==> config.mk <==
export PLATFORM = sky130hd
export DESIGN_NAME = tmu
export DESIGN_NICKNAME = d
export VERILOG_FILES = /design/src/tmu_pkg.sv /design/src/tmu_ctlif.sv /design/src/tmu_dispatch.sv /design/src/tmu_decay.sv /design/src/tmu_burst.sv /design/src/tmu.sv
export SDC_FILE = /design/constraint.sdc
export NUM_CORES = 2
export LEC_CHECK = 0
export BUFFER_PORTS_ARGS = -buffer_cell sky130_fd_sc_hd__buf_2
export CORE_MARGIN = 5
export CORE_UTILIZATION = 60
export CTS_CLUSTER_SIZE = 40
export DETAILED_ROUTE_END_ITERATION = 10
export PLACE_DENSITY = 0.78
export SLEW_MARGIN = 20
export SYNTH_ARGS = -nofsm -noshare
export SYNTH_HDL_FRONTEND = slang
export SYNTH_SLANG_ARGS = --single-unit
==> constraint.sdc <==
create_clock -name sys_clk -period 10.7 [get_ports sys_clk]
set_input_delay 3.21 -clock sys_clk [delete_from_list [all_inputs] [get_ports sys_clk]]
set_output_delay 3.21 -clock sys_clk [all_outputs]
set_load 0.1 [all_outputs]
==> src/tmu_pkg.sv <==
// Shared constants, CSR map, enums and payload structs for the pixel back end; import in each module
package tmu_pkg;

	localparam int LANES       = 4;             // Decay lanes in the generate loop
	localparam int LANE_DEPTH  = 2;             // Entries per lane buffer, also initial credits
	localparam int ADDR_W      = 24;            // Destination address in 16-bit pixels
	localparam int WORD_ADDR_W = ADDR_W - 2;    // Four pixels per 64-bit word
	localparam int CNT_W       = 20;            // Pixel count per run

	localparam int LANE_W      = $clog2(LANES);          // Round-robin pointer
	localparam int CREDIT_W    = $clog2(LANE_DEPTH + 1); // Holds 0..LANE_DEPTH
	localparam int BUF_PTR_W   = $clog2(LANE_DEPTH);     // Buffer read/write index

	localparam logic [3:0] CSR_BLOCK = 4'h0;    // csr_a bits 13:10 for this unit

	// CSR word offsets
	typedef enum logic [1:0] {
		CTL        = 2'd0,                      // Bit 0 start/busy, bit 1 chroma key enable
		BRIGHTNESS = 2'd1,                      // 6-bit decay factor
		CHROMA_KEY = 2'd2,                      // RGB565 key colour
		PIX_COUNT  = 2'd3                       // Pixels in the next run
	} csr_reg_e;

	// Run sequencer
	typedef enum logic [2:0] {
		IDLE,                                   // Waiting for start
		ADMIT,                                  // Taking pixels until count reached
		DRAIN,                                  // Waiting for lanes to empty
		FLUSH,                                  // Push out partial word
		WAIT_FLUSH                              // Wait for last write, then irq
	} ctl_state_e;

	// Source texel with its destination
	typedef struct packed {
		logic [15:0]       pix;                 // RGB565
		logic [ADDR_W-1:0] addr;                // Pixel address
	} pixel_in_t;

	// Lane result handed to the collector
	typedef struct packed {
		logic              keep;                // Cleared by chroma key match
		logic [15:0]       pix;                 // Decayed RGB565
		logic [ADDR_W-1:0] addr;
	} pixel_out_t;

	// One single-beat framebuffer write
	typedef struct packed {
		logic [WORD_ADDR_W-1:0] addr;           // 64-bit word address
		logic [7:0]             sel;            // Byte enables, two per pixel
		logic [63:0]            data;           // Pixel k in bits 16k+15:16k
	} mem_wr_t;

endpackage

==> src/tmu_ctlif.sv <==
// CSR register file and run sequencer of the pixel back end; sets up a run and raises irq at its end
`timescale 1ns/10ps

module tmu_ctlif (
	input  logic        sys_clk,
	input  logic        sys_rst,
	input  logic [13:0] csr_a_i,        // Block in 13:10, word offset below
	input  logic        csr_we_i,
	input  logic [31:0] csr_di_i,
	output logic [31:0] csr_do_o,       // Registered read data
	output logic        irq_o,          // One pulse per finished run
	output logic        admit_o,        // Dispatcher may take pixels
	input  logic        accept_i,       // A pixel entered the lanes
	input  logic        retire_i,       // A pixel left the lanes
	output logic        flush_o,        // Push the last partial word
	input  logic        burst_idle_i,   // Collector has nothing left
	output logic [5:0]  brightness_o,
	output logic        chroma_en_o,
	output logic [15:0] chroma_key_o
);
	import tmu_pkg::*;

	ctl_state_e       state;
	ctl_state_e       next_state;
	csr_reg_e         reg_sel;
	logic [CNT_W-1:0] pix_count;        // Run length
	logic [CNT_W-1:0] admitted;         // Pixels taken so far
	logic [CNT_W-1:0] retired;          // Pixels consumed by collector
	logic             blk_hit;
	logic             reg_hit;
	logic             wr_en;
	logic             start;
	logic             busy;
	logic [31:0]      rd_data;

	assign blk_hit = (csr_a_i[13:10] == CSR_BLOCK);
	assign reg_hit = blk_hit && (csr_a_i[9:2] == '0);    // Offsets past the map read zero
	assign reg_sel = csr_reg_e'(csr_a_i[1:0]);
	assign wr_en   = csr_we_i && reg_hit;
	assign start   = wr_en && (reg_sel == CTL) && csr_di_i[0];
	assign busy    = (state != IDLE);

	// Register writes
	always_ff @(posedge sys_clk) begin
		if (sys_rst) begin
			brightness_o <= '0;
			chroma_en_o  <= 1'b0;
			chroma_key_o <= '0;
			pix_count    <= '0;
		end else if (wr_en) begin
			case (reg_sel)
				CTL:        chroma_en_o  <= csr_di_i[1];   // Bit 0 is the start strobe
				BRIGHTNESS: brightness_o <= csr_di_i[5:0];
				CHROMA_KEY: chroma_key_o <= csr_di_i[15:0];
				PIX_COUNT:  pix_count    <= csr_di_i[CNT_W-1:0];
				default: ;
			endcase
		end
	end

	// Read mux
	always_comb begin
		rd_data = '0;
		if (reg_hit) begin
			case (reg_sel)
				CTL:        rd_data = {30'd0, chroma_en_o, busy};
				BRIGHTNESS: rd_data = 32'(brightness_o);
				CHROMA_KEY: rd_data = 32'(chroma_key_o);
				PIX_COUNT:  rd_data = 32'(pix_count);
				default:    rd_data = '0;
			endcase
		end
	end

	// Sequencer next state and strobes
	always_comb begin
		next_state = state;
		admit_o    = 1'b0;
		flush_o    = 1'b0;
		case (state)
			IDLE: begin
				if (start)
					next_state = ADMIT;
			end
			ADMIT: begin
				admit_o = (admitted != pix_count);   // Drops once count reached
				if (admitted == pix_count)
					next_state = DRAIN;
			end
			DRAIN: begin
				if (retired == pix_count)
					next_state = FLUSH;
			end
			FLUSH: begin
				flush_o    = 1'b1;                   // Single-cycle pulse
				next_state = WAIT_FLUSH;
			end
			WAIT_FLUSH: begin
				if (burst_idle_i)
					next_state = IDLE;
			end
			default: next_state = IDLE;
		endcase
	end

	always_ff @(posedge sys_clk) begin
		if (sys_rst) begin
			state    <= IDLE;
			admitted <= '0;
			retired  <= '0;
			irq_o    <= 1'b0;
			csr_do_o <= '0;
		end else begin
			state    <= next_state;
			csr_do_o <= rd_data;                     // One cycle read latency
			irq_o    <= (state == WAIT_FLUSH) && burst_idle_i;
			if (state == IDLE && start) begin
				admitted <= '0;                      // New run
				retired  <= '0;
			end else begin
				if (accept_i)
					admitted <= admitted + 1'b1;
				if (retire_i)
					retired <= retired + 1'b1;
			end
		end
	end

endmodule

==> src/tmu_dispatch.sv <==
// Input stage of the pixel back end; hands pixels round-robin to the decay lanes against credits
`timescale 1ns/10ps

module tmu_dispatch (
	input  logic                      sys_clk,
	input  logic                      sys_rst,
	input  logic                      admit_i,        // Run still taking pixels
	output logic                      accept_o,       // Pulse per transfer
	input  logic                      pix_stb_i,
	output logic                      pix_ack_o,
	input  tmu_pkg::pixel_in_t        pix_i,
	output logic [tmu_pkg::LANES-1:0] lane_vld_o,     // One-hot write strobe
	output tmu_pkg::pixel_in_t        lane_pix_o,     // Shared by all lanes
	input  logic [tmu_pkg::LANES-1:0] lane_credit_i   // Lane freed a buffer entry
);
	import tmu_pkg::*;

	logic [LANE_W-1:0]   ptr;                  // Lane that gets the next pixel
	logic [CREDIT_W-1:0] credit [LANES];       // Free entries seen per lane
	logic                xfer;

	// No dependence on pix_stb_i here
	assign pix_ack_o  = admit_i && (credit[ptr] != '0);
	assign xfer       = pix_stb_i && pix_ack_o;
	assign accept_o   = xfer;
	assign lane_pix_o = pix_i;                 // Broadcast, valid picks the lane

	always_comb begin
		lane_vld_o      = '0;
		lane_vld_o[ptr] = xfer;
	end

	always_ff @(posedge sys_clk) begin
		if (sys_rst) begin
			ptr <= '0;
			for (int k = 0; k < LANES; k++)
				credit[k] <= CREDIT_W'(LANE_DEPTH);   // Lane buffers start empty
		end else begin
			if (xfer)
				ptr <= (ptr == LANE_W'(LANES - 1)) ? '0 : ptr + 1'b1;
			for (int k = 0; k < LANES; k++)
				credit[k] <= credit[k] + CREDIT_W'(lane_credit_i[k])
					- CREDIT_W'(lane_vld_o[k]);     // Return and use may coincide
		end
	end

endmodule

==> src/tmu_decay.sv <==
// One decay lane of the pixel back end; buffers credited input and applies chroma key and brightness
`timescale 1ns/10ps

module tmu_decay (
	input  logic                sys_clk,
	input  logic                sys_rst,
	input  logic                vld_i,          // Write strobe from dispatcher
	input  tmu_pkg::pixel_in_t  pix_i,
	output logic                credit_o,       // Entry left the buffer
	input  logic [5:0]          brightness_i,
	input  logic                chroma_en_i,
	input  logic [15:0]         chroma_key_i,
	output logic                vld_o,          // One-cycle result strobe
	output tmu_pkg::pixel_out_t pix_o,
	input  logic                credit_i        // Collector freed a slot
);
	import tmu_pkg::*;

	pixel_in_t            buf_mem [LANE_DEPTH];
	logic [BUF_PTR_W-1:0] wr_ptr;
	logic [BUF_PTR_W-1:0] rd_ptr;
	logic [CREDIT_W-1:0]  fill;                // Occupied entries
	logic [CREDIT_W-1:0]  out_credit;          // Free collector slots
	logic                 pop;
	logic                 s1_vld;
	pixel_in_t            s1_pix;              // Processing register
	logic                 keep;
	logic [5:0]           red_s;
	logic [5:0]           green_s;
	logic [5:0]           blue_s;

	// Channel times (brightness + 1), divided by 64
	function automatic logic [5:0] scale_ch(input logic [5:0] ch, input logic [5:0] br);
		logic [12:0] prod;
		prod = ch * ({1'b0, br} + 7'd1);
		return prod[11:6];
	endfunction

	assign pop      = (fill != '0) && (out_credit != '0);   // Slot reserved downstream
	assign credit_o = pop;
	assign keep     = !(chroma_en_i && (s1_pix.pix == chroma_key_i));
	assign red_s    = scale_ch({1'b0, s1_pix.pix[15:11]}, brightness_i);
	assign green_s  = scale_ch(s1_pix.pix[10:5], brightness_i);
	assign blue_s   = scale_ch({1'b0, s1_pix.pix[4:0]}, brightness_i);

	always_ff @(posedge sys_clk) begin
		if (vld_i)
			buf_mem[wr_ptr] <= pix_i;           // Never full, sender holds credits
	end

	always_ff @(posedge sys_clk) begin
		if (sys_rst) begin
			wr_ptr     <= '0;
			rd_ptr     <= '0;
			fill       <= '0;
			out_credit <= CREDIT_W'(LANE_DEPTH);
			s1_vld     <= 1'b0;
			vld_o      <= 1'b0;
		end else begin
			if (vld_i)
				wr_ptr <= (wr_ptr == BUF_PTR_W'(LANE_DEPTH - 1)) ? '0 : wr_ptr + 1'b1;
			if (pop)
				rd_ptr <= (rd_ptr == BUF_PTR_W'(LANE_DEPTH - 1)) ? '0 : rd_ptr + 1'b1;
			fill       <= fill + CREDIT_W'(vld_i) - CREDIT_W'(pop);
			out_credit <= out_credit + CREDIT_W'(credit_i) - CREDIT_W'(pop);
			s1_vld     <= pop;
			vld_o      <= s1_vld;                // Pipeline never stalls
		end
	end

	always_ff @(posedge sys_clk) begin
		if (pop)
			s1_pix <= buf_mem[rd_ptr];
		if (s1_vld) begin
			pix_o.keep <= keep;
			pix_o.pix  <= {red_s[4:0], green_s, blue_s[4:0]};   // Repack RGB565
			pix_o.addr <= s1_pix.addr;
		end
	end

endmodule

==> src/tmu_burst.sv <==
// Collector of the pixel back end; drains lanes in order, merges pixels into words, writes memory
`timescale 1ns/10ps

module tmu_burst (
	input  logic                                      sys_clk,
	input  logic                                      sys_rst,
	input  logic [tmu_pkg::LANES-1:0]                 lane_vld_i,
	input  tmu_pkg::pixel_out_t [tmu_pkg::LANES-1:0]  lane_pix_i,
	output logic [tmu_pkg::LANES-1:0]                 lane_credit_o,  // Slot freed per lane
	output logic                                      retire_o,       // Pixel consumed
	input  logic                                      flush_i,
	output logic                                      idle_o,
	output logic                                      mem_stb_o,
	input  logic                                      mem_ack_i,
	output tmu_pkg::mem_wr_t                          mem_o
);
	import tmu_pkg::*;

	pixel_out_t             buf_mem [LANES][LANE_DEPTH];
	logic [BUF_PTR_W-1:0]   wr_ptr [LANES];
	logic [BUF_PTR_W-1:0]   rd_ptr [LANES];
	logic [CREDIT_W-1:0]    fill [LANES];
	logic [LANE_W-1:0]      lane_sel;        // Lane expected next, keeps order
	pixel_out_t             head;
	logic                   head_vld;
	logic [WORD_ADDR_W-1:0] head_word;
	logic [1:0]             head_slot;
	logic [WORD_ADDR_W-1:0] cur_addr;        // Word being assembled
	logic [7:0]             cur_sel;
	logic [63:0]            cur_data;
	logic [7:0]             next_sel;
	logic [63:0]            next_data;
	logic                   addr_change;
	logic                   wr_free;
	logic                   consume;
	logic                   flush_req;
	logic                   flush_pend;      // Flush waiting for the write register
	logic                   move_cur;

	assign head        = buf_mem[lane_sel][rd_ptr[lane_sel]];
	assign head_vld    = (fill[lane_sel] != '0);
	assign head_word   = head.addr[ADDR_W-1:2];
	assign head_slot   = head.addr[1:0];
	assign wr_free     = !mem_stb_o || mem_ack_i;                   // Free now or this edge
	assign addr_change = head.keep && (cur_sel != '0) && (cur_addr != head_word);
	assign consume     = head_vld && (!addr_change || wr_free);
	assign flush_req   = flush_i || flush_pend;
	assign move_cur    = (consume && addr_change)
		|| (!consume && flush_req && (cur_sel != '0) && wr_free);
	assign retire_o    = consume;
	assign idle_o      = (cur_sel == '0) && !mem_stb_o;

	always_comb begin
		lane_credit_o           = '0;
		lane_credit_o[lane_sel] = consume;
	end

	// Merge head pixel into the current or a fresh word
	always_comb begin
		next_sel  = addr_change ? 8'd0 : cur_sel;
		next_data = (addr_change || cur_sel == '0) ? 64'd0 : cur_data;
		next_sel  = next_sel | (8'b11 << {head_slot, 1'b0});          // Two bytes per slot
		next_data[{head_slot, 4'b0} +: 16] = head.pix;                 // Later pixel wins
	end

	always_ff @(posedge sys_clk) begin
		for (int k = 0; k < LANES; k++)
			if (lane_vld_i[k])
				buf_mem[k][wr_ptr[k]] <= lane_pix_i[k];
	end

	always_ff @(posedge sys_clk) begin
		if (sys_rst) begin
			for (int k = 0; k < LANES; k++) begin
				wr_ptr[k] <= '0;
				rd_ptr[k] <= '0;
				fill[k]   <= '0;
			end
			lane_sel   <= '0;
			cur_sel    <= '0;
			flush_pend <= 1'b0;
			mem_stb_o  <= 1'b0;
		end else begin
			for (int k = 0; k < LANES; k++) begin
				if (lane_vld_i[k])
					wr_ptr[k] <= (wr_ptr[k] == BUF_PTR_W'(LANE_DEPTH - 1)) ? '0 : wr_ptr[k] + 1'b1;
				if (lane_credit_o[k])
					rd_ptr[k] <= (rd_ptr[k] == BUF_PTR_W'(LANE_DEPTH - 1)) ? '0 : rd_ptr[k] + 1'b1;
				fill[k] <= fill[k] + CREDIT_W'(lane_vld_i[k]) - CREDIT_W'(lane_credit_o[k]);
			end
			if (consume)
				lane_sel <= (lane_sel == LANE_W'(LANES - 1)) ? '0 : lane_sel + 1'b1;
			if (consume && head.keep)
				cur_sel <= next_sel;
			else if (move_cur)
				cur_sel <= '0;                   // Flushed out
			flush_pend <= flush_req && (cur_sel != '0) && !move_cur;
			if (move_cur)
				mem_stb_o <= 1'b1;
			else if (mem_ack_i)
				mem_stb_o <= 1'b0;
		end
	end

	always_ff @(posedge sys_clk) begin
		if (consume && head.keep) begin
			cur_addr <= head_word;
			cur_data <= next_data;
		end
		if (move_cur)
			mem_o <= '{addr: cur_addr, sel: cur_sel, data: cur_data};   // Held until ack
	end

endmodule

==> src/tmu.sv <==
// Top of the texture mapping pixel back end; CSR block, dispatcher, decay lanes and collector
`timescale 1ns/10ps

module tmu (
	input  logic               sys_clk,
	input  logic               sys_rst,
	input  logic [13:0]        csr_a_i,
	input  logic               csr_we_i,
	input  logic [31:0]        csr_di_i,
	output logic [31:0]        csr_do_o,
	output logic               irq_o,
	input  logic               pix_stb_i,     // Source texel stream
	output logic               pix_ack_o,
	input  tmu_pkg::pixel_in_t pix_i,
	output logic               mem_stb_o,     // Framebuffer write port
	input  logic               mem_ack_i,
	output tmu_pkg::mem_wr_t   mem_o
);
	import tmu_pkg::*;

	logic                    admit;
	logic                    accept;
	logic                    retire;
	logic                    flush;
	logic                    burst_idle;
	logic [5:0]              brightness;
	logic                    chroma_en;
	logic [15:0]             chroma_key;
	logic [LANES-1:0]        disp_vld;      // Dispatcher to lanes
	logic [LANES-1:0]        disp_credit;   // Lanes back to dispatcher
	pixel_in_t               disp_pix;
	logic [LANES-1:0]        lane_vld;      // Lanes to collector
	logic [LANES-1:0]        lane_credit;   // Collector back to lanes
	pixel_out_t [LANES-1:0]  lane_pix;

	tmu_ctlif u_ctlif (
		.sys_clk      (sys_clk),
		.sys_rst      (sys_rst),
		.csr_a_i      (csr_a_i),
		.csr_we_i     (csr_we_i),
		.csr_di_i     (csr_di_i),
		.csr_do_o     (csr_do_o),
		.irq_o        (irq_o),
		.admit_o      (admit),
		.accept_i     (accept),
		.retire_i     (retire),
		.flush_o      (flush),
		.burst_idle_i (burst_idle),
		.brightness_o (brightness),
		.chroma_en_o  (chroma_en),
		.chroma_key_o (chroma_key)
	);

	tmu_dispatch u_dispatch (
		.sys_clk       (sys_clk),
		.sys_rst       (sys_rst),
		.admit_i       (admit),
		.accept_o      (accept),
		.pix_stb_i     (pix_stb_i),
		.pix_ack_o     (pix_ack_o),
		.pix_i         (pix_i),
		.lane_vld_o    (disp_vld),
		.lane_pix_o    (disp_pix),
		.lane_credit_i (disp_credit)
	);

	for (genvar g = 0; g < LANES; g++) begin : g_lane
		tmu_decay u_decay (
			.sys_clk      (sys_clk),
			.sys_rst      (sys_rst),
			.vld_i        (disp_vld[g]),
			.pix_i        (disp_pix),
			.credit_o     (disp_credit[g]),
			.brightness_i (brightness),
			.chroma_en_i  (chroma_en),
			.chroma_key_i (chroma_key),
			.vld_o        (lane_vld[g]),
			.pix_o        (lane_pix[g]),
			.credit_i     (lane_credit[g])
		);
	end

	tmu_burst u_burst (
		.sys_clk       (sys_clk),
		.sys_rst       (sys_rst),
		.lane_vld_i    (lane_vld),
		.lane_pix_i    (lane_pix),
		.lane_credit_o (lane_credit),
		.retire_o      (retire),
		.flush_i       (flush),
		.idle_o        (burst_idle),
		.mem_stb_o     (mem_stb_o),
		.mem_ack_i     (mem_ack_i),
		.mem_o         (mem_o)
	);

endmodule

==> impl_metrics.py <==
metrics = {
    "worst_hold_path": {
        "hold_path_class": "reg -> reg",
    },
    "floorplanning": {
        "start_util_pct": 60.2,
        "dieArea_sq_um": 107000,
        "core_area_sq_um": 99900,
        "die_h_microns": 327,
        "ios": 220,
        "die_x_microns": 327,
        "rows": 116,
    },
    "global_route": {
        "track_usage_pct": 25.7,
        "grt_pass1_wl_microns": 205000,
        "grt_pass1_vias": 32926,
        "antenna_found_initial": 9,
        "gr-total-overflow": 0,
        "grt_max_degree": 90,
    },
    "detailed_routing": {
        "vias": 32618,
        "drtPass1Iterations": 5,
        "wl_per_cell_microns": 24.3,
        "wl_microns": 136000,
        "postRouteAntennaNets": 0,
        "drc": 0,
        "dr.first_iter.drc_count": 3216,
        "viasPerCell": 5.81,
    },
    "yosys": {
        "synth-edff-count": 1160,
        "synth.top_cell.area_share_pct": 57.9,
        "synth_ff_type": "edfxtp_1",
        "async_reset_ff_share_pct": 0,
        "ys_types": 63,
        "netlist_area_sq_um": 60200,
        "synth_top_area_cell": "edfxtp_1",
        "ys_seq_elements": 1333,
        "avgSynthCellArea_sq_um": 15.1,
        "yosysSeqAreaShare_pct": 63.7,
        "synthCells": 3988,
        "synthTopCellsByArea": "edfxtp_1 58%, fa_1 6.0%, dfxtp_1 5.8%, ha_1 5.3%, mux2_2 3.2%",
        "ys_warn_count": 0,
    },
    "sta": {
        "hold_viol": 0,
        "drv_slew": 0,
        "min_period_over_period_pct": 59.8,
        "fin_skew_ns": 0.0359,
        "hold_ws_ns": 0.406,
        "setup_viol_count_final": 0,
        "worst_pin_slew_ns": 1.04,
        "grt_setup_unrepaired": "false",
        "min_period_ns": 6.40,
        "relSlewSlack_pct": 28.8,
        "max_clock_freq_mhz": 156,
        "tns_ns": 0,
    },
    "final_layout": {
        "final_nets": 4728,
        "fill_cells": 6672,
        "syn_to_final_growth_pct": 11.1,
        "final_cell_mix": "1,160 x edfxtp_1, 326 x inv_1, 297 x and2_1",
        "final_common_cell": "edfxtp_1",
        "drive_gt1_share_pct": 16.9,
    },
    "pwr": {
        "leakage_nw": 25.4,
        "vdd_drop_max_uv": 312,
        "powerDensity_nw_per_um2": 251,
    },
    "placed_design": {
        "io_buffers": 195,
        "place_congestion": 0.855,
        "hpwlAfterDp_microns": 83400,
    },
    "critical_path": {
        "crit_path_start_kind": "flip-flop",
        "critPathKind": "reg -> reg",
        "cp_max_fo": 30,
        "crit_required_ns": 11.05,
        "cp-end-kind": "flip-flop",
        "worstPathArrival_ns": 6.74,
    },
    "clocking": {
        "cts_root_buffer": "clkbuf_16",
        "htreeDepth": 4,
        "cts.sinks": 1333,
        "clk_latency_ns": 0.74,
        "cts_tree": "done",
        "cts_setup_buffers": 0,
        "cts_resized": 0,
        "cts_inserted_buffers": 133,
        "clk_path_buf_depth": 3,
        "cts_hold_buf": 0,
        "cts.clk_slew.worst_paths_ns": 0.06,
    },
    "run": {
        "maxCapViolations": 0,
    },
    "status": {
        "run_status": "complete, no violations",
    },
}
## final cells by class
class | instances | area, sq um | area share, %
multi-input cells | 2171 | 20100 | 30.1
flip-flops and latches | 1333 | 38300 | 57.4
well taps | 1298 | 1620 | 2.43
inverters | 331 | 1240 | 1.86
clock buffers | 167 | 3520 | 5.27
clock inverters | 75 | 723 | 1.08
repair buffers | 234 | 1270 | 1.90
diodes | 3 | 7.51 | 0.0112
## routing by layer
metal	up-vias	global-route usage (%)	part of all wire (%)	routed length (microns)
met2	1380	42.8	49	67200
li1	14479	-	-	-
met5	-	0	0.042	57
met3	228	4.36	8.1	11100
met1	16523	35.6	40	54500
met4	8	7.06	2.5	3440
## Yosys cell counts (all sizes together), types with 13 or more instances
cell type and instances:
nand2 201, edfxtp 1160, nor2 161, fa 180
and3 24, mux4 84, nor2b 65, nand4 37
mux2i 50, clkbuf 114, o21bai 34, dfxtp 173
xor2 99, nor4 18, mux2 178, a21oi 97
ha 253, and2 301, a21o 13, xnor2 190
o21ai 16, nand2b 34, inv 331, buf 50
nand3 27
## sequential cells by signal (all words and copies together), names as in the netlist, 16 cells and up, named ones only
name	flops
u_ctlif.pix_count	20
g_lane.u_decay.s1_pix	160
g_lane.u_decay.pix_o	164
u_burst.mem_o	94
u_ctlif.chroma_key_o	16
u_burst.cur_addr	22
g_lane.u_decay.buf_mem	320
u_burst.buf_mem	328
u_ctlif.retired	20
u_burst.cur_data	64
u_ctlif.admitted	20
u_ctlif.csr_do_o	20
## power breakdown
part	total (mW)	leakage, nW	internal, mW	switching [mW]
Combinational	4.47	11.3	1.18	3.30
Sequential	7.78	12.0	7.06	0.719
Clock	4.52	2.04	2.54	1.98
## path summary, 6_finish.rpt
| check | endpoint | cells past startpoint | from | slack, ns |
|---|---|---|---|---|
| max reg2reg | u_burst.cur_data[17] | 10 | flip-flop | 4.30 |
| max | u_burst.cur_data[17] | 10 | flip-flop | 4.30 |
| min | g_lane[2].u_decay.pix_o[7] | 0 | g_lane[2].u_decay.s1_pix[7] | 0.41 |
| min reg2reg | g_lane[2].u_decay.pix_o[7] | 0 | g_lane[2].u_decay.s1_pix[7] | 0.41 |
## kinds of logic after synthesis
group / synth area share (%)
other: 0.00623
buffers and inverters: 3.27
AND/OR/NAND/NOR: 7.98
adder cells (fa/ha/maj): 11.3
multiplexers: 7.34
AO/OA/AOI/OAI: 2.27
flip-flops: 63.7
XOR/XNOR: 4.21
## critical path, stage by stage (launching register included)
cell and delay [ns]:
dfxtp_4 0.79, mux4_2 0.79, buf_4 0.58, mux2_2 0.46
xor2_1 0.17, nor4_1 0.31, nand4_1 0.56, nor2_1 0.54
o21ai_1 0.31, inv_2 0.64, o21a_1 0.79
## per-stage QoR
stage | util [%] | std cells | cell area [sq um] | setup WS (ns) | power [mW]
floorplan | - | 3999 | 60200 | 1.19 | 10.9
finish | 66.9 | 5612 | 66800 | 4.30 | 16.8
CTS | 66.9 | 5609 | 66800 | 4.11 | 16.9
global route | 66.9 | 5612 | 66800 | 3.99 | 17.4
global placement | 62.6 | 5367 | 62500 | 4.23 | 12.2
detailed placement | 62.6 | 5367 | 62500 | 4.12 | 12.3
(Power assumes the default switching activity.)
